### src/ci_pkg.sv
package ci_pkg;

    // frame geometry.
    localparam int COLS   = 11;
    localparam int ROWS   = 11;
    localparam int RADIUS = 4;

    // windows left once the radius-wide border is trimmed on every side.
    localparam int REGION_CNT = (COLS - 2 * RADIUS) * (ROWS - 2 * RADIUS);

    // datapath widths.
    localparam int PIX_W   = 8;
    localparam int PIX_MAX = (1 << PIX_W) - 1;
    localparam int SUM_W   = 15;                  // holds REGION_CNT * PIX_MAX.
    localparam int POS_W   = 4;                   // row and column counters.

    // median network depth in cycles.
    localparam int MED_LAT = 2;

    // derived widths for the divider and the drain/flush waits.
    localparam int REM_W     = $clog2(REGION_CNT);
    localparam int DIV_CNT_W = $clog2(SUM_W);
    localparam int WAIT_W    = $clog2(MED_LAT + 1);

    // controller states.
    typedef enum logic [2:0] {
        S_IDLE,       // waiting for the first start.
        S_ACCUM,      // first pass, summing medians.
        S_DRAIN,      // last medians still in the pipeline.
        S_DIVIDE,     // mean being computed.
        S_READY,      // mean held, waiting for the second start.
        S_CLASSIFY,   // second pass, emitting ci bits.
        S_FLUSH       // last ci bits still in the pipeline.
    } ci_state_e;

endpackage

### src/ci_accum.sv
`timescale 1ns/1ps

module ci_accum import ci_pkg::*; (
    input  logic             clk,
    input  logic             rst,
    input  logic             clr_i,
    input  logic             acc_en_i,
    input  logic             cls_en_i,
    input  logic [PIX_W-1:0] med_i,
    input  logic             valid_i,
    input  logic             region_i,
    input  logic [PIX_W-1:0] mean_i,
    input  logic             rem_zero_i,
    output logic [SUM_W-1:0] sum_o,
    output logic             ci_o,
    output logic             ci_valid_o
);

    logic take;

    assign take = valid_i && region_i;

    always_ff @(posedge clk) begin
        if (rst) begin
            sum_o <= '0;
        end else if (clr_i) begin
            sum_o <= '0;
        end else if (acc_en_i && take) begin
            sum_o <= sum_o + SUM_W'(med_i);
        end
    end

    // median above the mean, or equal to an exact mean.
    assign ci_valid_o = cls_en_i && take;
    assign ci_o       = ci_valid_o &&
                        ((med_i > mean_i) || ((med_i == mean_i) && rem_zero_i));

    // only in-region windows of one pass ever reach the sum.
    a_sum_bound: assert property (@(posedge clk) disable iff (rst)
        sum_o <= SUM_W'(REGION_CNT * PIX_MAX));

endmodule

### src/ci_ctrl.sv
`timescale 1ns/1ps

module ci_ctrl import ci_pkg::*; (
    input  logic clk,
    input  logic rst,
    input  logic start_i,
    input  logic last_win_i,
    input  logic div_done_i,
    output logic cnt_clr_o,
    output logic acc_clr_o,
    output logic acc_en_o,
    output logic cls_en_o,
    output logic div_start_o,
    output logic progress_done_o,
    output logic done_o
);

    ci_state_e state;
    logic [WAIT_W-1:0] wait_cnt;
    logic wait_over;

    assign wait_over = (wait_cnt == '0);

    // a start only counts in the two waiting states.
    assign cnt_clr_o = start_i && (state == S_IDLE || state == S_READY);
    assign acc_clr_o = start_i && (state == S_IDLE);
    assign acc_en_o  = (state == S_ACCUM) || (state == S_DRAIN);
    assign cls_en_o  = (state == S_CLASSIFY) || (state == S_FLUSH);

    always_ff @(posedge clk) begin
        if (rst) begin
            state           <= S_IDLE;
            wait_cnt        <= '0;
            div_start_o     <= 1'b0;
            progress_done_o <= 1'b0;
            done_o          <= 1'b0;
        end else begin
            div_start_o     <= 1'b0;
            progress_done_o <= 1'b0;
            done_o          <= 1'b0;
            case (state)
                S_IDLE: begin
                    if (start_i) begin
                        state <= S_ACCUM;
                    end
                end
                S_ACCUM: begin
                    if (last_win_i) begin
                        state    <= S_DRAIN;
                        wait_cnt <= WAIT_W'(MED_LAT - 1);
                    end
                end
                S_DRAIN: begin
                    if (wait_over) begin
                        state       <= S_DIVIDE;
                        div_start_o <= 1'b1;            // sum is final next cycle.
                    end else begin
                        wait_cnt <= wait_cnt - WAIT_W'(1);
                    end
                end
                S_DIVIDE: begin
                    if (div_done_i) begin
                        state           <= S_READY;
                        progress_done_o <= 1'b1;
                    end
                end
                S_READY: begin
                    if (start_i) begin
                        state <= S_CLASSIFY;
                    end
                end
                S_CLASSIFY: begin
                    if (last_win_i) begin
                        state    <= S_FLUSH;
                        wait_cnt <= WAIT_W'(MED_LAT - 1);
                    end
                end
                S_FLUSH: begin
                    if (wait_over) begin
                        state  <= S_IDLE;
                        done_o <= 1'b1;
                    end else begin
                        wait_cnt <= wait_cnt - WAIT_W'(1);
                    end
                end
                default: state <= S_IDLE;
            endcase
        end
    end

    // divider launch follows the drain wait directly.
    a_div_start: assert property (@(posedge clk) disable iff (rst)
        div_start_o |-> ($past(state) == S_DRAIN) && (state == S_DIVIDE));

    a_done_pulse: assert property (@(posedge clk) disable iff (rst)
        done_o |=> !done_o);

endmodule

### src/ci_mean_div.sv
`timescale 1ns/1ps

module ci_mean_div import ci_pkg::*; (
    input  logic             clk,
    input  logic             rst,
    input  logic             start_i,
    input  logic [SUM_W-1:0] sum_i,
    output logic [PIX_W-1:0] mean_o,
    output logic             rem_zero_o,
    output logic             done_o
);

    logic                 busy;
    logic [DIV_CNT_W-1:0] cnt;
    logic [REM_W-1:0]     rem;
    logic [SUM_W-1:0]     dvd;      // remaining dividend bits with the next one at the msb.
    logic [SUM_W-1:0]     quo;
    logic [REM_W:0]       trial;
    logic [REM_W:0]       diff;
    logic                 q_bit;
    logic [REM_W-1:0]     rem_next;
    logic [SUM_W-1:0]     quo_next;

    // first quotient bit is taken on the start cycle itself.
    assign trial    = start_i ? {{REM_W{1'b0}}, sum_i[SUM_W-1]} : {rem, dvd[SUM_W-1]};
    assign q_bit    = (trial >= (REM_W + 1)'(REGION_CNT));
    assign diff     = trial - (REM_W + 1)'(REGION_CNT);
    assign rem_next = q_bit ? diff[REM_W-1:0] : trial[REM_W-1:0];
    assign quo_next = start_i ? {{(SUM_W - 1){1'b0}}, q_bit} : {quo[SUM_W-2:0], q_bit};

    always_ff @(posedge clk) begin
        if (start_i || busy) begin
            rem <= rem_next;
            quo <= quo_next;
            dvd <= start_i ? (sum_i << 1) : (dvd << 1);
        end
    end

    always_ff @(posedge clk) begin
        if (rst) begin
            busy       <= 1'b0;
            cnt        <= '0;
            done_o     <= 1'b0;
            mean_o     <= '0;
            rem_zero_o <= 1'b0;
        end else begin
            done_o <= 1'b0;
            if (start_i) begin
                busy <= 1'b1;
                cnt  <= DIV_CNT_W'(SUM_W - 1);     // remaining bits.
            end else if (busy) begin
                cnt <= cnt - DIV_CNT_W'(1);
                if (cnt == DIV_CNT_W'(1)) begin
                    busy       <= 1'b0;
                    done_o     <= 1'b1;
                    mean_o     <= quo_next[PIX_W-1:0];
                    rem_zero_o <= (rem_next == '0);
                end
            end
        end
    end

    // quotient fits a pixel and the remainder is below the divisor.
    a_div_result: assert property (@(posedge clk) disable iff (rst)
        done_o |-> (rem < REM_W'(REGION_CNT)) && (quo[SUM_W-1:PIX_W] == '0));

endmodule

### src/ci_median9.sv
`timescale 1ns/1ps

module ci_median9 import ci_pkg::*; (
    input  logic             clk,
    input  logic             rst,
    input  logic             valid_i,
    input  logic             region_i,
    input  logic [PIX_W-1:0] s1_i,
    input  logic [PIX_W-1:0] s2_i,
    input  logic [PIX_W-1:0] s3_i,
    input  logic [PIX_W-1:0] s4_i,
    input  logic [PIX_W-1:0] s5_i,
    input  logic [PIX_W-1:0] s6_i,
    input  logic [PIX_W-1:0] s7_i,
    input  logic [PIX_W-1:0] s8_i,
    input  logic [PIX_W-1:0] s9_i,
    output logic [PIX_W-1:0] med_o,
    output logic             valid_o,
    output logic             region_o
);

    logic [PIX_W-1:0] lo_q  [3];
    logic [PIX_W-1:0] mid_q [3];
    logic [PIX_W-1:0] hi_q  [3];
    logic             valid_q;
    logic             region_q;

    function automatic logic [PIX_W-1:0] min2(input logic [PIX_W-1:0] a,
                                              input logic [PIX_W-1:0] b);
        return (a < b) ? a : b;
    endfunction

    function automatic logic [PIX_W-1:0] max2(input logic [PIX_W-1:0] a,
                                              input logic [PIX_W-1:0] b);
        return (a < b) ? b : a;
    endfunction

    function automatic logic [PIX_W-1:0] min3(input logic [PIX_W-1:0] a,
                                              input logic [PIX_W-1:0] b,
                                              input logic [PIX_W-1:0] c);
        return min2(min2(a, b), c);
    endfunction

    function automatic logic [PIX_W-1:0] max3(input logic [PIX_W-1:0] a,
                                              input logic [PIX_W-1:0] b,
                                              input logic [PIX_W-1:0] c);
        return max2(max2(a, b), c);
    endfunction

    function automatic logic [PIX_W-1:0] med3(input logic [PIX_W-1:0] a,
                                              input logic [PIX_W-1:0] b,
                                              input logic [PIX_W-1:0] c);
        return max2(min2(a, b), min2(max2(a, b), c));
    endfunction

    // stage one sorts each row of the window.
    always_ff @(posedge clk) begin
        if (valid_i) begin
            lo_q[0]  <= min3(s1_i, s2_i, s3_i);
            mid_q[0] <= med3(s1_i, s2_i, s3_i);
            hi_q[0]  <= max3(s1_i, s2_i, s3_i);
            lo_q[1]  <= min3(s4_i, s5_i, s6_i);
            mid_q[1] <= med3(s4_i, s5_i, s6_i);
            hi_q[1]  <= max3(s4_i, s5_i, s6_i);
            lo_q[2]  <= min3(s7_i, s8_i, s9_i);
            mid_q[2] <= med3(s7_i, s8_i, s9_i);
            hi_q[2]  <= max3(s7_i, s8_i, s9_i);
        end
    end

    // stage two takes the median of max-of-mins, med-of-meds and min-of-maxes.
    always_ff @(posedge clk) begin
        if (valid_q) begin
            med_o <= med3(max3(lo_q[0], lo_q[1], lo_q[2]),
                          med3(mid_q[0], mid_q[1], mid_q[2]),
                          min3(hi_q[0], hi_q[1], hi_q[2]));
        end
    end

    always_ff @(posedge clk) begin
        if (rst) begin
            valid_q  <= 1'b0;
            region_q <= 1'b0;
            valid_o  <= 1'b0;
            region_o <= 1'b0;
        end else begin
            valid_q  <= valid_i;
            region_q <= region_i;
            valid_o  <= valid_q;
            region_o <= region_q;
        end
    end

endmodule

### src/ci_pos_counter.sv
`timescale 1ns/1ps

module ci_pos_counter import ci_pkg::*; (
    input  logic clk,
    input  logic rst,
    input  logic clr_i,
    input  logic pix_valid_i,
    output logic in_region_o,
    output logic last_win_o
);

    logic [POS_W-1:0] col;
    logic [POS_W-1:0] row;
    logic col_last;
    logic row_last;
    logic col_in;
    logic row_in;

    assign col_last = (col == POS_W'(COLS - 1));
    assign row_last = (row == POS_W'(ROWS - 1));

    // inside the border on both axes.
    assign col_in = (col >= POS_W'(RADIUS)) && (col <= POS_W'(COLS - 1 - RADIUS));
    assign row_in = (row >= POS_W'(RADIUS)) && (row <= POS_W'(ROWS - 1 - RADIUS));

    assign in_region_o = pix_valid_i && col_in && row_in;
    assign last_win_o  = pix_valid_i && col_last && row_last;

    always_ff @(posedge clk) begin
        if (rst) begin
            col <= '0;
            row <= '0;
        end else if (clr_i) begin
            col <= '0;                      // new pass restarts at the top left.
            row <= '0;
        end else if (pix_valid_i) begin
            if (col_last) begin
                col <= '0;
                if (row_last) begin
                    row <= '0;
                end else begin
                    row <= row + POS_W'(1);
                end
            end else begin
                col <= col + POS_W'(1);
            end
        end
    end

    // position stays inside the frame across every pass and clear.
    a_pos_range: assert property (@(posedge clk) disable iff (rst)
        (col < POS_W'(COLS)) && (row < POS_W'(ROWS)));

endmodule

### src/ci_top.sv
`timescale 1ns/1ps

module ci_top import ci_pkg::*; (
    input  logic             clk,
    input  logic             rst,
    input  logic             start_i,
    input  logic             pix_valid_i,
    input  logic [PIX_W-1:0] s1_i,
    input  logic [PIX_W-1:0] s2_i,
    input  logic [PIX_W-1:0] s3_i,
    input  logic [PIX_W-1:0] s4_i,
    input  logic [PIX_W-1:0] s5_i,
    input  logic [PIX_W-1:0] s6_i,
    input  logic [PIX_W-1:0] s7_i,
    input  logic [PIX_W-1:0] s8_i,
    input  logic [PIX_W-1:0] s9_i,
    output logic             ci_o,
    output logic             ci_valid_o,
    output logic [PIX_W-1:0] mean_o,
    output logic             progress_done_o,
    output logic             done_o
);

    logic             cnt_clr;
    logic             acc_clr;
    logic             acc_en;
    logic             cls_en;
    logic             div_start;
    logic             div_done;
    logic             in_region;
    logic             last_win;
    logic [PIX_W-1:0] med;
    logic             med_valid;
    logic             med_region;    // in_region delayed beside the median.
    logic [SUM_W-1:0] sum;
    logic             rem_zero;

    ci_ctrl ctrl0 (
        .clk(clk), .rst(rst), .start_i(start_i), .last_win_i(last_win),
        .div_done_i(div_done), .cnt_clr_o(cnt_clr), .acc_clr_o(acc_clr),
        .acc_en_o(acc_en), .cls_en_o(cls_en), .div_start_o(div_start),
        .progress_done_o(progress_done_o), .done_o(done_o)
    );

    ci_pos_counter pos0 (
        .clk(clk), .rst(rst), .clr_i(cnt_clr), .pix_valid_i(pix_valid_i),
        .in_region_o(in_region), .last_win_o(last_win)
    );

    ci_median9 med0 (
        .clk(clk), .rst(rst), .valid_i(pix_valid_i), .region_i(in_region),
        .s1_i(s1_i), .s2_i(s2_i), .s3_i(s3_i), .s4_i(s4_i), .s5_i(s5_i),
        .s6_i(s6_i), .s7_i(s7_i), .s8_i(s8_i), .s9_i(s9_i),
        .med_o(med), .valid_o(med_valid), .region_o(med_region)
    );

    ci_accum acc0 (
        .clk(clk), .rst(rst), .clr_i(acc_clr), .acc_en_i(acc_en), .cls_en_i(cls_en),
        .med_i(med), .valid_i(med_valid), .region_i(med_region), .mean_i(mean_o),
        .rem_zero_i(rem_zero), .sum_o(sum), .ci_o(ci_o), .ci_valid_o(ci_valid_o)
    );

    ci_mean_div div0 (
        .clk(clk), .rst(rst), .start_i(div_start), .sum_i(sum),
        .mean_o(mean_o), .rem_zero_o(rem_zero), .done_o(div_done)
    );

endmodule

### config.mk
export PLATFORM = sky130hd
export DESIGN_NAME = ci_top
export DESIGN_NICKNAME = d
export VERILOG_FILES = /design/src/ci_pkg.sv /design/src/ci_accum.sv /design/src/ci_ctrl.sv /design/src/ci_mean_div.sv /design/src/ci_median9.sv /design/src/ci_pos_counter.sv /design/src/ci_top.sv
export SDC_FILE = /design/constraint.sdc
export NUM_CORES = 1
export LEC_CHECK = 0
export BUFFER_PORTS_ARGS = -buffer_cell sky130_fd_sc_hd__buf_2
export CAP_MARGIN = 20
export CORE_MARGIN = 2
export CORE_UTILIZATION = 59
export DETAILED_ROUTE_END_ITERATION = 8
export GPL_TIMING_DRIVEN = 0
export PLACE_DENSITY = 0.78
export SLEW_MARGIN = 20
export SYNTH_ARGS = -nofsm -noshare
export SYNTH_HDL_FRONTEND = slang
export SYNTH_SLANG_ARGS = --single-unit
### constraint.sdc
create_clock -name clk -period 26.7 [get_ports clk]
set_input_delay 5.34 -clock clk [delete_from_list [all_inputs] [get_ports clk]]
set_output_delay 5.34 -clock clk [all_outputs]
set_load 0.01 [all_outputs]
* Word level (Yosys, flattened, before mapping)
Memories as Yosys holds them, arrays and structs flattened.
Index checks and enable logic that the tools add are counted.
** Operators by class
- Magnitude comparators :: 28
- Bitwise gates (word level) :: 5
- Add/sub/neg operators :: 6
- Divide/modulo/power cells :: 0
- Shift operators :: 0
- Multipliers :: 0
- Multiplexer cells :: 57
- Equality and inequality tests :: 19
- Reduce and logical (&&, ||, !) cells :: 36
** Operators with widths (number)
- $mux 8 :: 31
- $lt 8x8->1 :: 22
- $mux 3 :: 7
- $pmux 3 s7 :: 1
- $mux 4 :: 5
- $reduce_or 2->1 :: 8
- $add 15x8->15 :: 1
- $mux 15 :: 1
- $logic_and 1x1->1 :: 13
- $ne 2x1->1 const B :: 6
- $eq 3x3->1 const B :: 3
- $add 4x1->4 const B :: 2
- $eq 4x4->1 const B :: 2
- $eq 8x8->1 :: 1
- $ge 4x3->1 const B :: 2
- $gt 8x8->1 :: 1
- $le 4x3->1 const B :: 2
- $mux 1 :: 8
- $reduce_and 7->1 :: 1
- $eq 3x2->1 const B :: 2
- $ne 2x2->1 const B :: 3
- $reduce_and 3->1 :: 2
- $ge 5x4->1 const B :: 1
- $logic_or 1x1->1 :: 5
- other kinds (15) :: 21
** Word-level totals
- RAM bits :: 72
- Input bits :: 76
- Memories kept :: 3
- Bits in registers :: 85
- ROM bits :: 0
- Word-level logic and storage cells :: 176
- Output and inout port bits :: 12
- Latch bits :: 0
** Memory list
- med0.hi_q :: depth 3, width 8, read ports 3, clocked after Yosys merged registers in 0, write ports 3, RTL line ci_median9.sv:24 : logic [PIX_W-1:0] hi_q [3];
- med0.lo_q :: depth 3, width 8, read ports 3, clocked after Yosys merged registers in 0, write ports 3, RTL line ci_median9.sv:22 : logic [PIX_W-1:0] lo_q [3];
- med0.mid_q :: depth 3, width 8, read ports 3, clocked after Yosys merged registers in 0, write ports 3, RTL line ci_median9.sv:23 : logic [PIX_W-1:0] mid_q [3];

* Longest topological paths before layout
An unclocked memory read counts as a cell.
- Depth after elaboration :: 13
- Depth in mapped cells :: 53
- Mapped depth without buffers :: 49

* By module
A second synthesis with hierarchy kept.
** Second synthesis, totals
- Cells, all modules :: 1452
- Area total of the unflattened synthesis :: 13098.8 sq um
** By module, submodules not included
- ci_median9 :: cells each 1085, area an instance 9364.0 sq um, times used 1
- ci_mean_div :: cells each 133, area an instance 1741.7 sq um, times used 1
- ci_accum :: cells each 131, area an instance 1118.6 sq um, times used 1
- ci_pos_counter :: cells each 54, area an instance 454.2 sq um, times used 1
- ci_ctrl :: cells each 49, area an instance 420.4 sq um, times used 1

* Worst setup path before layout
Ideal clock, no wire load.
- Path kind :: in2reg
- From :: input port s5_i[1]
- To :: memory med0.mid_q[1][0], in the netlist med0.mid_q[0][8], data pin
- Cell stages on the path :: 24
- Arrival :: 10.563 ns
- Setup slack :: 15.872 ns
- Data required time :: 26.435 ns
- Path buffers :: 2
- Path through :: inv_1 > ha_1 > a21o_1 > a21o_1 > a21o_1 > a21o_1 > a2111oi_1 > nor2_1 > clkbuf_1 > o21ai_0 > ha_1 > a2111oi_0 > a21oi_1 > a21oi_4 > clkbuf_1 > mux2i_1 > ha_1 > and4_1 > a21oi_1 > nand2_1 > a211o_1 > o21ai_2 > a21oi_1 > or3_1
** RTL lines
- start, declared :: RTL line ci_top.sv:12 : input logic [PIX_W-1:0] s5_i,
- end, declared :: RTL line ci_median9.sv:23

==> flow_summary_export.csv <==
group,metric,value,unit
worst_setup_path,critical_path_class,"reg -> reg",
synthesis,synthCells,1460,
cells_and_area,final_area,0.0143,mm²
worst_setup_path,critPathLaunchType,"register",
drt,antenna_left,0,
timing,layout_min_cycle_time,12100,ps
placed_design,io_buffers,86,
clocking,cts.sinks,155,
timing,rsz0062_at_grt,"no",
cells_and_area,area_growth,10.8,%
clocking,post_cts_resized,0,
grt,grt_pass1_vias,10600,
clocking,numCtsBuffers,17,
cells_and_area,drive_gt1_frac,0.122,
synthesis,syn_nets,1709,
grt,grt_usage,0.265,
synthesis,synthArstFlopShare,0,
placed_design,dpl_cell_area,0.0137,mm²
worst_setup_path,required,26970,ps
timing,worst_clock_skew,18.7,ps
min_path,hp-start,"med0.region_q",
clocking,postCtsSetupBuffers,0,
synthesis,synth_seq_cells,155,
timing,slew_headroom,0.312,
clocking,cts_tree,"yes",
timing,fin_crit_sh,0.453,
worst_setup_path,worst-path-max-fanout,10,
run_status,outcome,"complete, no violations",
worst_setup_path,cp.arrival,12360,ps
timing,tightest_slew,1020,ps
timing,clock.fmax,0.0827,GHz
die,io_pins,88,
synthesis,syn_avg_cell_area,8.83,µm²
clocking,clk_pin_slew,70,ps
worst_setup_path,reg2reg_from,"med0.mid_q[0][10]",
clocking,h-tree-depth,4,
timing,setup_violations,0,
drt,drc,0,
drt,routed_via_density,5.89,
synthesis,syn_area,0.0129,mm²
clocking,clk_latency,440,ps
clocking,cts_root_buffer,"clkbuf_16",
placed_design,gp_congestion,0.913,
drt,vias,11000,
worst_setup_path,worstSetupEndpointType,"register",
cells_and_area,layout.nets,1815,
drt,wl_per_cell,16.7,µm
worst_setup_path,critPathMaxStageDelay,480,ps
die,start_util,0.596,
clocking,clk_path_buf_depth,2,
worst_setup_path,slowest_stage,"a221oi_1",
synthesis,ys_seq_area_frac,0.322,
clocking,postCtsHoldBufs,0,
die,die_y,152,µm
timing,hold_viol_final,0,
grt,grt_pass1_wl,50.2,mm
timing,slew_violations,0,
grt,overflow,0,
grt,grt_max_degree,55,
run,drv_cap,0,
die,die_area,0.0230,mm²
die,core_area,0.0216,mm²
grt,antenna_found_initial,0,
synthesis,ys_warn_count,0,
synthesis,synth_cell_types,77,
placed_design,hpwl,24.5,mm
timing,tns,0,ps
synthesis,ys.flop_type,"edfxtp_1",
cells_and_area,antenna_cells,0,
worst_setup_path,cp-startpoint,"med0.mid_q[0][10]",
drt,wirelength,31.0,mm
die,placementRows,54,
die,die_w,152,µm
min_path,hold_class,"reg -> reg",
drt,drt_iter0_markers,768,
drt,first_pass_iters,6,
synthesis,synth-edff-count,105,
cell families (layout without fill, tap and decap cells):
kind of cell             count (synthesis)  after routing  share of synthesized area
AO/OA/AOI/OAI                          392            392                      0.191
flip-flops                             155            155                      0.322
adder cells (fa/ha/maj)                176            176                      0.171
XOR/XNOR                                20             20                     0.0136
multiplexers                           128            128                      0.106
AND/OR/NAND/NOR                        395            395                      0.140
buffers and inverters                  194            313                     0.0571
worst max-delay path, delay by kind of cell (launching register included):
family | cells | cell delay (ps)
AND/OR/NAND/NOR | 8 | 1040
adder cells (fa/ha/maj) | 6 | 1780
buffers and inverters | 7 | 1820
AO/OA/AOI/OAI | 26 | 6040
flip-flops | 1 | 450
multiplexers | 3 | 790
cell type report:
cell class	instances	area [µm²]
clock inverters	14	149
flip-flops and latches	155	4150
plain buffers	46	180
well taps	280	350
clock buffers	18	429
inverters	148	556
repair buffers	87	460
fillers	1776	7340
multi-input cells	1111	8000
final timing paths:
check	to	slack, ps	cells after the start
hold reg to reg	med0.region_o	440	1
setup reg to reg	med0.med_o[6]	14600	50
hold / removal	med0.region_o	440	1
setup / recovery	med0.med_o[6]	14600	50
through the flow:
| step | hold WS, ps | util | instances | setup WS [ps] |
|---|---|---|---|---|
| 2_1_floorplan | 414 | - | 1460 | 15870 |
| 3_3_place_gp | 423 | 0.632 | 1826 | 14700 |
| 3_5_place_dp | 428 | 0.634 | 1827 | 14600 |
| 4_1_cts | 442 | 0.660 | 1859 | 14750 |
| 5_1_grt | 467 | 0.660 | 1859 | 13770 |
| 6_report | 436 | 0.660 | 1859 | 14600 |
cell usage after synthesis (all sizes together), types with 14 or more instances:
master    n  share of area
inv     148          0.043
mux2i    65          0.050
edfxtp  105           0.24
nor2    155          0.045
nand2b   22          0.011
mux2     63          0.055
a21oi   123          0.050
a211oi   15         0.0091
o21ai   132          0.052
nor2b    29          0.014
a21o     41          0.024
clkbuf   38          0.011
nand2   117          0.034
nor3     14         0.0054
ha      172           0.17
dfxtp    50          0.078
sequential cells by signal, summed over array words and instances (netlist names), 2 cells and up:
signal	flops
div0.quo	7
div0.cnt	4
acc0.sum_o	15
ctrl0.state	3
med0.mid_q	24
pos0.row	4
med0.med_o	8
pos0.col	4
med0.lo_q	24
med0.hi_q	24
ctrl0.wait_cnt	2
div0.mean_o	8
div0.rem	4
div0.dvd	14
placed cells by master, fill, tap and decap left out, types with 38 or more instances in the layout:
master,instances
ha_1,172
o21ai_0,121
mux2i_1,65
nand2_1,117
buf_2,90
a21o_1,41
a21oi_1,120
clkbuf_1,38
mux2_2,51
edfxtp_1,105
dfxtp_1,50
nor2_1,155
inv_1,148
layer usage:
| metal | vias to the layer above | global-route usage | share of wire |
|---|---|---|---|
| met2 | 317 | 0.466 | 0.50 |
| li1 | 5445 | - | - |
| met3 | 63 | 0.0445 | 0.049 |
| met1 | 5128 | 0.327 | 0.42 |
| met5 | - | 0 | 0 |
| met4 | 0 | 0.0939 | 0.030 |
Power is not shown: default switching activity piles up to over one toggle a cycle in this logic, so the estimate is an artifact.
